**config.mk**
```make
export PLATFORM = sky130hd
export DESIGN_NAME = cpuCore
export DESIGN_NICKNAME = d
export VERILOG_FILES = /design/src/logic/cpuPkg.sv /design/src/logic/cpuCore.sv /design/src/logic/decode.sv /design/src/logic/execute.sv /design/src/logic/fetchUnit.sv /design/src/logic/regFile.sv
export SDC_FILE = /design/constraint.sdc
export NUM_CORES = 2
export LEC_CHECK = 0
export BUFFER_PORTS_ARGS = -buffer_cell sky130_fd_sc_hd__buf_2
export CORE_ASPECT_RATIO = 1.2
export CORE_MARGIN = 4
export CORE_UTILIZATION = 46
export DETAILED_ROUTE_END_ITERATION = 10
export MAX_ROUTING_LAYER = met4
export SLEW_MARGIN = 20
export SYNTH_ARGS = -nofsm -noshare
export SYNTH_HDL_FRONTEND = slang
export SYNTH_SLANG_ARGS = --single-unit
```
**constraint.sdc**
```tcl
create_clock -name clk -period 10.65 [get_ports clk]
set_clock_uncertainty 0.1 [all_clocks]
set_input_delay 1.5975 -clock clk [delete_from_list [all_inputs] [get_ports clk]]
set_output_delay 1.5975 -clock clk [all_outputs]
set_load 0.02 [all_outputs]
```
**src/logic/cpuPkg.sv**
```systemverilog
/*
   Shared types for the 16-bit core: opcodes, instruction formats,
   decode control struct and writeback struct
*/
`default_nettype none
package cpuPkg;

   // 16-bit data word
   typedef logic [15:0] wordT;

   // Any opcode missing here decodes as illegal
   typedef enum logic [4:0] {
      HALT  = 5'b00000,
      NOP   = 5'b00001,
      J     = 5'b00100,
      JAL   = 5'b00110,
      ADDI  = 5'b01000,
      SUBI  = 5'b01001,
      XORI  = 5'b01010,
      ANDNI = 5'b01011,
      BEQZ  = 5'b01100,
      BNEZ  = 5'b01101,
      BLTZ  = 5'b01110,
      BGEZ  = 5'b01111,
      SLBI  = 5'b10010,
      LBI   = 5'b11000,
      ALUR  = 5'b11011,
      SEQ   = 5'b11100,
      SLT   = 5'b11101,
      SLE   = 5'b11110
   } opcodeE;

   ////////////////////////////////////////
   // Instruction formats
   ////////////////////////////////////////
   // Reg-reg format where func picks ADD SUB XOR ANDN
   typedef struct packed {
      opcodeE     op;
      logic [2:0] rs;
      logic [2:0] rt;
      logic [2:0] rd;
      logic [1:0] func;
   } rFmtT;

   // Immediate ALU ops with 5-bit immediate
   typedef struct packed {
      opcodeE     op;
      logic [2:0] rs;
      logic [2:0] rd;
      logic [4:0] imm5;
   } iFmtT;

   // Jump format whose low 8 bits double as the 8-bit immediate
   typedef struct packed {
      opcodeE      op;
      logic [10:0] disp;
   } jFmtT;

   typedef union packed {
      rFmtT r;
      iFmtT i;
      jFmtT j;
   } instrU;

   ////////////////////////////////////////
   // Control and datapath bundles
   ////////////////////////////////////////
   typedef struct packed {
      logic       immSrc;   // 11-bit displacement jump
      logic       aluJmp;   // Conditional branch
      logic       invA;
      logic       invB;
      logic       cin;
      logic [2:0] aluOp;    // 10x add, 110 xor, 111 and
      logic [2:0] brType;   // 1xx branch on zero, 0xx set compare
      logic [1:0] bSrc;     // rt, imm5, imm8, SLBI word
      logic [1:0] regDst;   // rd, rt, rs, r7
      logic [1:0] regSrc;   // ALU, compare, B operand, link PC
      logic       regWrt;
      logic       isSet;
      logic       halt;
   } ctrlT;

   typedef struct packed {
      ctrlT       ctrl;
      wordT       rsData;
      wordT       rtData;
      wordT       imm5;
      wordT       imm8;
      wordT       imm11;
      logic [2:0] wrReg;
      wordT       pcInc;
   } decT;

   typedef struct packed {
      logic       valid;
      logic [2:0] regSel;
      wordT       data;
   } wbT;

endpackage
`default_nettype wire

```
**src/logic/cpuCore.sv**
```systemverilog
/*
   Core top: fetch, decode and execute with load, trace and status ports
*/
`timescale 1ns/1ps
`default_nettype none
module cpuCore #(
   parameter int IMEM_WORDS = 256
) (
   input  logic         clk,
   input  logic         arstN,
   input  logic         run,
   input  logic         loadEn,
   input  cpuPkg::wordT loadAddr,
   input  cpuPkg::wordT loadData,
   output cpuPkg::wordT pc,
   output cpuPkg::wbT   wb,
   output logic         halted,
   output logic         illegal
);
   cpuPkg::instrU instr;
   cpuPkg::wordT  pcInc;
   cpuPkg::wordT  nextPc;
   cpuPkg::decT   dec;
   logic          active;
   logic          stop;
   // Opcode check of the current instruction
   logic          decIllegal;

   fetchUnit #(
      .IMEM_WORDS (IMEM_WORDS)
   ) fetchUnit_i (
      .clk      (clk),
      .arstN    (arstN),
      .run      (run),
      .loadEn   (loadEn),
      .loadAddr (loadAddr),
      .loadData (loadData),
      .nextPc   (nextPc),
      .stop     (stop),
      .instr    (instr),
      .pc       (pc),
      .pcInc    (pcInc),
      .halted   (halted),
      .illegal  (illegal),
      .active   (active)
   );

   decode decode_i (
      .clk     (clk),
      .arstN   (arstN),
      .instr   (instr),
      .pcInc   (pcInc),
      .wb      (wb),
      .dec     (dec),
      .illegal (decIllegal)
   );

   // Writeback loops back to the register file
   execute execute_i (
      .dec     (dec),
      .active  (active),
      .illegal (decIllegal),
      .nextPc  (nextPc),
      .stop    (stop),
      .wb      (wb)
   );

endmodule
`default_nettype wire

```
**src/logic/decode.sv**
```systemverilog
/*
   Decode stage: opcode to control struct, immediate extends,
   illegal opcode detect and register file
*/
`timescale 1ns/1ps
`default_nettype none
module decode (
   input  logic          clk,
   input  logic          arstN,
   input  cpuPkg::instrU instr,
   input  cpuPkg::wordT  pcInc,
   input  cpuPkg::wbT    wb,
   output cpuPkg::decT   dec,
   output logic          illegal
);
   logic [4:0]   opBits;
   cpuPkg::ctrlT ctrl;
   logic         zext5;
   logic         zext8;
   cpuPkg::wordT rsData;
   cpuPkg::wordT rtData;

   assign opBits = instr.r.op;

   ////////////////////////////////////////
   // Control decode
   ////////////////////////////////////////
   always_comb begin
      ctrl       = '0;
      ctrl.aluOp = 3'b100;
      illegal    = 1'b0;
      case (instr.r.op)
         cpuPkg::HALT: ctrl.halt = 1'b1;
         // Nothing to do
         cpuPkg::NOP: begin
         end
         // Immediate ALU group, low opcode bits pick the op
         cpuPkg::ADDI, cpuPkg::SUBI, cpuPkg::XORI, cpuPkg::ANDNI: begin
            ctrl.aluOp  = {1'b1, opBits[1:0]};
            ctrl.invA   = (opBits[1:0] == 2'b01);
            ctrl.invB   = (opBits[1:0] == 2'b11);
            ctrl.bSrc   = 2'b01;
            ctrl.regDst = 2'b01;
            ctrl.regWrt = 1'b1;
         end
         // Reg-reg group, func field picks the op
         cpuPkg::ALUR: begin
            ctrl.aluOp  = {1'b1, instr.r.func};
            ctrl.invA   = (instr.r.func == 2'b01);
            ctrl.invB   = (instr.r.func == 2'b11);
            ctrl.regWrt = 1'b1;
         end
         // Branches test rs against zero
         cpuPkg::BEQZ, cpuPkg::BNEZ, cpuPkg::BLTZ, cpuPkg::BGEZ: begin
            ctrl.aluJmp = 1'b1;
            ctrl.brType = {1'b1, opBits[1:0]};
            ctrl.bSrc   = 2'b10;
         end
         // Set compares rs with rt
         cpuPkg::SEQ, cpuPkg::SLT, cpuPkg::SLE: begin
            ctrl.isSet  = 1'b1;
            ctrl.brType = {1'b0, opBits[1:0]};
            ctrl.regSrc = 2'b01;
            ctrl.regWrt = 1'b1;
         end
         // Byte loads write rs straight from the B operand
         cpuPkg::LBI, cpuPkg::SLBI: begin
            ctrl.bSrc   = (instr.r.op == cpuPkg::SLBI) ? 2'b11 : 2'b10;
            ctrl.regSrc = 2'b10;
            ctrl.regDst = 2'b10;
            ctrl.regWrt = 1'b1;
         end
         cpuPkg::J: ctrl.immSrc = 1'b1;
         // Link into r7
         cpuPkg::JAL: begin
            ctrl.immSrc = 1'b1;
            ctrl.regSrc = 2'b11;
            ctrl.regDst = 2'b11;
            ctrl.regWrt = 1'b1;
         end
         default: illegal = 1'b1;
      endcase
      // Carry in completes two's complement, AND ignores it
      ctrl.cin = ctrl.invA | ctrl.invB;
   end

   ////////////////////////////////////////
   // Extends and decode bundle
   ////////////////////////////////////////
   // Zero extend for XORI ANDNI and SLBI byte
   assign zext5 = (opBits[4:1] == 4'b0101);
   assign zext8 = (instr.r.op == cpuPkg::SLBI);

   always_comb begin
      dec.ctrl   = ctrl;
      dec.rsData = rsData;
      dec.rtData = rtData;
      dec.imm5   = zext5 ? {11'h000, instr.i.imm5} : {{11{instr.i.imm5[4]}}, instr.i.imm5};
      dec.imm8   = zext8 ? {8'h00, instr.j.disp[7:0]}
                         : {{8{instr.j.disp[7]}}, instr.j.disp[7:0]};
      // Jump displacement always signed
      dec.imm11  = {{5{instr.j.disp[10]}}, instr.j.disp};
      dec.pcInc  = pcInc;
      case (ctrl.regDst)
         2'b00:   dec.wrReg = instr.r.rd;
         2'b01:   dec.wrReg = instr.i.rd;
         2'b10:   dec.wrReg = instr.r.rs;
         default: dec.wrReg = 3'd7;
      endcase
   end

   regFile regFile_i (
      .clk       (clk),
      .arstN     (arstN),
      .read1Sel  (instr.r.rs),
      .read2Sel  (instr.r.rt),
      .wb        (wb),
      .read1Data (rsData),
      .read2Data (rtData)
   );

endmodule
`default_nettype wire

```
**src/logic/execute.sv**
```systemverilog
/*
   Execute stage: ALU, set and branch compare, next PC select,
   writeback data select
*/
`timescale 1ns/1ps
`default_nettype none
module execute (
   input  cpuPkg::decT  dec,
   input  logic         active,
   input  logic         illegal,
   output cpuPkg::wordT nextPc,
   output logic         stop,
   output cpuPkg::wbT   wb
);
   cpuPkg::wordT bOper;
   cpuPkg::wordT aIn;
   cpuPkg::wordT bIn;
   cpuPkg::wordT sum;
   cpuPkg::wordT aluRes;
   cpuPkg::wordT cmpB;
   cpuPkg::wordT target;
   logic         cond;
   logic         taken;

   ////////////////////////////////////////
   // ALU
   ////////////////////////////////////////
   // B operand source
   always_comb begin
      case (dec.ctrl.bSrc)
         2'b00:   bOper = dec.rtData;
         2'b01:   bOper = dec.imm5;
         2'b10:   bOper = dec.imm8;
         // SLBI shifts rs up and fills the low byte
         default: bOper = (dec.rsData << 8) | dec.imm8;
      endcase
   end

   // SUB is B + ~A + 1
   assign aIn = dec.rsData ^ {16{dec.ctrl.invA}};
   assign bIn = bOper ^ {16{dec.ctrl.invB}};
   assign sum = aIn + bIn + {15'b0, dec.ctrl.cin};

   always_comb begin
      case (dec.ctrl.aluOp)
         3'b110:  aluRes = aIn ^ bIn;
         // ANDN sees B already inverted
         3'b111:  aluRes = aIn & bIn;
         default: aluRes = sum;
      endcase
   end

   ////////////////////////////////////////
   // Compare for sets and branches
   ////////////////////////////////////////
   // Branches compare against zero
   assign cmpB = dec.ctrl.isSet ? dec.rtData : '0;

   always_comb begin
      case (dec.ctrl.brType)
         3'b000, 3'b100: cond = (dec.rsData == cmpB);
         3'b101:         cond = (dec.rsData != cmpB);
         3'b001, 3'b110: cond = ($signed(dec.rsData) < $signed(cmpB));
         3'b010:         cond = ($signed(dec.rsData) <= $signed(cmpB));
         3'b111:         cond = ($signed(dec.rsData) >= $signed(cmpB));
         default:        cond = 1'b0;
      endcase
   end

   // Jumps always taken, branches on condition
   assign taken  = dec.ctrl.immSrc | (dec.ctrl.aluJmp & cond);
   assign target = dec.pcInc + (dec.ctrl.immSrc ? dec.imm11 : dec.imm8);
   assign nextPc = taken ? target : dec.pcInc;
   assign stop   = dec.ctrl.halt | illegal;

   ////////////////////////////////////////
   // Writeback
   ////////////////////////////////////////
   assign wb.valid  = dec.ctrl.regWrt & active & ~illegal;
   assign wb.regSel = dec.wrReg;

   always_comb begin
      case (dec.ctrl.regSrc)
         2'b00:   wb.data = aluRes;
         2'b01:   wb.data = {15'b0, cond};
         2'b10:   wb.data = bOper;
         // Link is PC+2
         default: wb.data = dec.pcInc;
      endcase
   end

endmodule
`default_nettype wire

```
**src/logic/fetchUnit.sv**
```systemverilog
/*
   Fetch stage: program counter, instruction memory with load port,
   halt and illegal status
*/
`timescale 1ns/1ps
`default_nettype none
module fetchUnit #(
   parameter int IMEM_WORDS = 256
) (
   input  logic          clk,
   input  logic          arstN,
   input  logic          run,
   input  logic          loadEn,
   input  cpuPkg::wordT  loadAddr,
   input  cpuPkg::wordT  loadData,
   input  cpuPkg::wordT  nextPc,
   input  logic          stop,
   output cpuPkg::instrU instr,
   output cpuPkg::wordT  pc,
   output cpuPkg::wordT  pcInc,
   output logic          halted,
   output logic          illegal,
   output logic          active
);
   // Word index width, addresses are byte based
   localparam int AW = $clog2(IMEM_WORDS);

   cpuPkg::wordT imem [IMEM_WORDS];

   // Loaded by the testbench while the core is idle
   always_ff @(posedge clk) begin
      if (loadEn) begin
         imem[loadAddr[AW:1]] <= loadData;
      end
   end

   // Combinational instruction read
   assign instr  = imem[pc[AW:1]];
   assign pcInc  = pc + 16'd2;
   assign active = run & ~halted;

   // PC holds on the stopping instruction
   always_ff @(posedge clk or negedge arstN) begin
      if (!arstN) begin
         pc      <= '0;
         halted  <= 1'b0;
         illegal <= 1'b0;
      end else if (active) begin
         if (stop) begin
            halted  <= 1'b1;
            // Stop without a HALT opcode means decode flagged it
            illegal <= (instr.r.op != cpuPkg::HALT);
         end else begin
            pc <= nextPc;
         end
      end
   end

endmodule
`default_nettype wire

```
**src/logic/regFile.sv**
```systemverilog
/*
   Eight 16-bit registers, two async read ports, one write port
*/
`timescale 1ns/1ps
`default_nettype none
module regFile (
   input  logic         clk,
   input  logic         arstN,
   input  logic [2:0]   read1Sel,
   input  logic [2:0]   read2Sel,
   input  cpuPkg::wbT   wb,
   output cpuPkg::wordT read1Data,
   output cpuPkg::wordT read2Data
);
   cpuPkg::wordT regs [8];

   // Write at the edge that ends the instruction
   always_ff @(posedge clk or negedge arstN) begin
      if (!arstN) begin
         for (int i = 0; i < 8; i++) begin
            regs[i] <= '0;
         end
      end else if (wb.valid) begin
         regs[wb.regSel] <= wb.data;
      end
   end

   // No bypass, a write shows up next cycle
   assign read1Data = regs[read1Sel];
   assign read2Data = regs[read2Sel];

endmodule
`default_nettype wire

```
* After elaboration in Yosys (flattened, before gate mapping)
Memories as Yosys holds them, arrays and structs flattened. Cells that the tools add are included.
Operators by class: reductions and logical operators 18, bitwise gates (word level) 17, shifts and indexed selects 0, order comparisons 7, add/sub/neg operators 4, divide/modulo/power cells 0, muxes and demuxes 34, eq/ne operators 38, multiply operators 0
Operator list (count):
- $mux W16 | 10
- $bwmux W128 | 1
- $bmux W16 S3 | 2
- $pmux W16 S3 | 2
- $demux W16 S3 | 1
- $xor A16 B16 Y16 | 3
- $eq A5 B4 Y1 const B | 8
- $add A16 B16 Y16 | 2
- $pmux W16 S2 | 1
- $eq A5 B5 Y1 const B | 6
- $eq A3 B3 Y1 const B | 6
- $pmux W2 S3 | 3
- $reduce_or A18 Y1 | 1
- $add A16 B1 Y16 | 1
- $add A16 B2 Y16 const B | 1
- $and A16 B16 Y16 | 1
- $eq A16 B16 Y1 | 1
- $ge A16 B16 Y1 | 1
- $le A16 B16 Y1 | 1
- $lt A16 B16 Y1 | 1
- $ne A16 B16 Y1 | 1
- $or A16 B16 Y16 | 1
- $ge A4 B4 Y1 const B | 3
- $not A3 Y4 | 3
- 26 further kinds | 57
Storage, ports and cells: bits in latches 0, memories kept 1, logic and storage cells 130, input bits 36, bits in registers 146, bits in read-only memories 0, output and inout bits 38, bits in writable memories 4096
Memories:
- fetchUnit_i.imem | depth 256, bits a word 16, read ports 1, clocked after Yosys merged registers in 0, wr ports 1, RTL line fetchUnit.sv:28 | cpuPkg::wordT imem [IMEM_WORDS];

* Longest topological paths before layout
An unclocked memory read counts as a cell.
depth in word-level cells 13, mapped depth 41

* Cells and area by module
A second synthesis with hierarchy kept.
Unflattened totals: cells, all modules 7795, area total of the unflattened synthesis 170020.6 um^2
Modules (own cells, without submodules):
- fetchUnit | area each 158492.0 um^2, times used 1, cells an instance 6743
- regFile | area each 7000.5 um^2, times used 1, cells an instance 393
- execute | area each 3562.2 um^2, times used 1, cells an instance 523
- decode | area each 965.9 um^2, times used 1, cells an instance 136

* Worst setup path after synthesis
OpenSTA, ideal clock, no wires.
path type register to output, start point reg fetchUnit_i.pc[1], end point out wb[12] (netlist name), required time 8.953 ns, slack 1.337 ns, path buffers 12, stages on the path, launching flop included 36, data arrival time 7.615 ns, cells stage by stage dfrtp_1 buf_6 buf_8 buf_12 buf_8 buf_6 buf_6 buf_6 buf_6 buf_4 buf_2 mux4_2 a22oi_1 a21oi_1 o21ai_0 nand3_1 a221oi_2 buf_2 buf_2 mux2_2 o211ai_1 o21ai_0 mux2i_1 xor2_1 fa_1 inv_1 fa_1 nor2b_1 o21ai_0 a21oi_1 o21ai_0 a211o_1 and3_1 o311ai_0 o2111ai_1 o211ai_1
RTL lines:
- start: declaration | RTL line fetchUnit.sv:19 | output cpuPkg::wordT pc,
- start signal: assignment | RTL line fetchUnit.sv:54 | pc <= nextPc;
- end: declaration | RTL line cpuCore.sv:16 | output cpuPkg::wbT wb,

==> reports/results.ini <==
[status]
status=complete, no violations

[layout]
finalNetCount=8687
area_delta_synth_final_pct=14.1
finalNonFillerCells=13900
multi_input_area_um2=41000
utilization=0.528
final_layout_size_suffix_gt1_frac=0.318
seq_area_um2=127000
fillCellCount=28200

[drt]
dr.pass1.iters=6
first_iter_violations=11700
avgViaCountPerCell=6.30
ant_nets=0
wirelength_um=499000
drcViolationCount=0
dr_total_vias=87400
wl_per_cell_um=36.0

[global_routing]
grtUsageTotal=0.269
antenna_found_initial=29
grt_pass1_vias=87300
grt_overflow=0
grt_pass1_wl_um=694000
grt_max_degree=161

[clock_network]
numCtsBuffers=412
clock_path_buffers=4
cts_htree_levels=5
clock_latency_ns=0.99
cts_sinks=4242
cts.clk_slew.worst_paths_ns=0.06
cts_hold_buf=0
cts_tree=built
cts-root-buf=clkbuf_16

[synthesis]
syn_area_per_cell_um2=21.2
ys_seq_area_frac=0.748
yosys_warnings=0
synth.top_cell.area_share=0.727
synth_cell_types=94
synthCells=7987
synth_edf_count=4096
synth_ff_type=edfxtp_1
syn-num-nets=8074
yosys_register_bits=4242
synth_area_um2=169000
synth_top_area_cell=edfxtp_1
synth.area.top_cells=edfxtp_1 (73%), mux4_2 (15%), dfrtp_1 (2.2%), mux2i_1 (1.7%), mux2_2 (1.1%)
async_reset_ff_frac=0.0344

[setup_path]
cp_top_family=compound AO/OA/AOI/OAI gates
cp-start-kind=flop
crit_fanout=51
crit_top_cell=buf_4
max_stage_delay_ns=0.59
slowest_stage=dfrtp_4
path_class=reg -> out
required_ns=8.95
critPathArrivalTime_ns=8.75
end_kind=output port
critPathBufInv=6

[floorplanning]
die_y_um=672
row_count=243
fp.dieW_um=562
ios=74
core_um2=366000
start_util=0.463
dieArea_um2=378000

[power]
p_total_w=0.0642
power_leakage_nw=61.8
ir_drop_v=0.000517
powerDensity_nw_per_um2=333

[timing]
worst_slew_pin_slew_ns=1.22
slew_viol_final=0
max_freq_mhz=95.7
fin_crit_ns=10.45
setup_violations=0
fin_crit_sh=0.981
hold_violations=0
max-slew-margin-rel=0.181
setup_ws_ns=0.199

[placement]
gp_congestion=0.939
placed_cells=13000
dpl.hpwl_um=305000
dpl_worst_slack_ns=0.354
port_buffers=65

[flow_run]
cap_violations=0

[hold_path]
hp-class=reg -> reg

area by class of cell:
| class | count | share of cell area |
|---|---|---|
| Multi-Input combinational cell | 3262 | 0.212 |
| Clock inverter | 244 | 0.0115 |
| Tap cell | 4900 | 0.0318 |
| Antenna cell | 35 | 0.000454 |
| Timing Repair Buffer | 653 | 0.0307 |
| Sequential cell | 4242 | 0.656 |
| Clock buffer | 507 | 0.0564 |
| Inverter | 29 | 0.000687 |
worst reg2reg max path, cell delays in order (launching register included):
cell	delay (ns)
dfrtp_4	0.82
buf_12	0.44
and2_1	0.80
a22oi_1	0.16
and3_1	0.21
a31oi_1	0.16
a41oi_1	0.39
and4b_1	0.51
o211a_4	0.37
buf_6	0.37
mux2_2	0.39
o21ai_0	0.17
o21ai_0	0.23
ha_1	0.41
and4_1	0.28
nand3_1	0.10
nor2_1	0.27
a21oi_1	0.12
mux2_2	0.36
or3b_2	0.47
a22oi_1	0.36
o21ai_2	0.31
buf_4	0.30
mux2_2	0.30
o22a_1	0.19
state kept, by name, indices dropped and copies added, names as in the netlist:
signal                   cells
fetchUnit_i.illegal          1
fetchUnit_i.imem          4096
decode_i.regFile_i.regs    128
fetchUnit_i.pc              16
fetchUnit_i.halted           1
synthesized netlist by cell type, types with 38 or more instances:
library cell,number
a21oi_1,94
a22oi_1,157
buf_2,127
buf_4,95
buf_6,47
clkbuf_1,147
dfrtp_1,146
edfxtp_1,4096
ha_1,48
mux2_2,163
mux2i_1,283
mux4_2,1102
nand2_1,216
nand3_1,91
nor2_1,370
nor2b_1,47
nor3_1,48
o211ai_1,39
o21ai_0,79
o22ai_1,44
xnor2_1,38
metal layers:
| metal | global-route usage | part of all wire | up-vias |
|---|---|---|---|
| met5 | - | 0 | - |
| met1 | 0.349 | 0.37 | 47200 |
| met4 | 0.120 | 0.053 | 0 |
| li1 | - | - | 34800 |
| met2 | 0.414 | 0.48 | 4565 |
| met3 | 0.0551 | 0.095 | 952 |
final timing paths:
kind,startpoint,to,slack [ns],cells past startpoint
setup / recovery,fetchUnit_i.pc[2]$_DFFE_PN0P_,wb[15],0.20,28
hold / removal,fetchUnit_i.halted$_DFFE_PN0P_,fetchUnit_i.halted$_DFFE_PN0P_,0.41,1
setup reg to reg,fetchUnit_i.pc[5]$_DFFE_PN0P_,fetchUnit_i.pc[12]$_DFFE_PN0P_,1.95,24
max in group asynchronous,arstN,decode_i.regFile_i.regs[49]$_DFFE_PN0P_,8.75,2
min in group asynchronous,arstN,decode_i.regFile_i.regs[71]$_DFFE_PN0P_,0.51,1
hold reg to reg,fetchUnit_i.halted$_DFFE_PN0P_,fetchUnit_i.halted$_DFFE_PN0P_,0.41,1
stage by stage:
stage	hold WS, ns	TNS [ns]	area (µm²)
floorplan	0.374	0	169000
global placement	0.380	0	179000
detailed placement	0.393	0	179000
CTS	0.408	0	192000
global route	0.428	-0.104	193000
finish	0.405	0	193000
logic make-up (layout without fill, tap and decap cells):
group / after synthesis / count (layout) / synth area share
AOI/OAI and AO/OA: 645 / 645 / 0.0272
buffers and inverters: 483 / 1433 / 0.0161
xor gates and xnor gates: 67 / 67 / 0.00347
and+or+nand+nor: 930 / 930 / 0.0252
adders and majority gates: 52 / 52 / 0.00396
muxes: 1568 / 1568 / 0.176
other: 0 / 35 / 0
DFF: 4242 / 4242 / 0.748
power breakdown:
| part | switching [W] | internal (W) |
|---|---|---|
| combinational | 0.0192 | 0.0119 |
| clock | 0.00626 | 0.00814 |
| sequential | 0.000278 | 0.0185 |
| total | 0.0257 | 0.0385 |
cell usage in the layout, fill, tap and decap left out, types with 39 or more instances in the layout:
master,n
a21oi_1,92
a22oi_1,154
buf_12,47
buf_2,48
buf_4,505
clkbuf_1,82
clkbuf_16,427
clkinv_1,99
clkinv_2,74
dfrtp_1,139
edfxtp_1,4096
ha_1,48
mux2_2,163
mux2i_1,281
mux4_2,1102
nand2_1,213
nand3_1,80
nor2_1,132
nor2_2,186
nor2_4,57
nor3_1,43
o211ai_1,39
o21ai_0,76
o22ai_1,43
what timing repair did:
item | CTS | global route
gates cloned | 0 | 7
resized for setup | 7 | 58
endpoints found under the setup margin | 11 | 9
pin swaps | 1 | 3
buffers inserted | 18 | 12
Power figures use the tool's default switching activity.
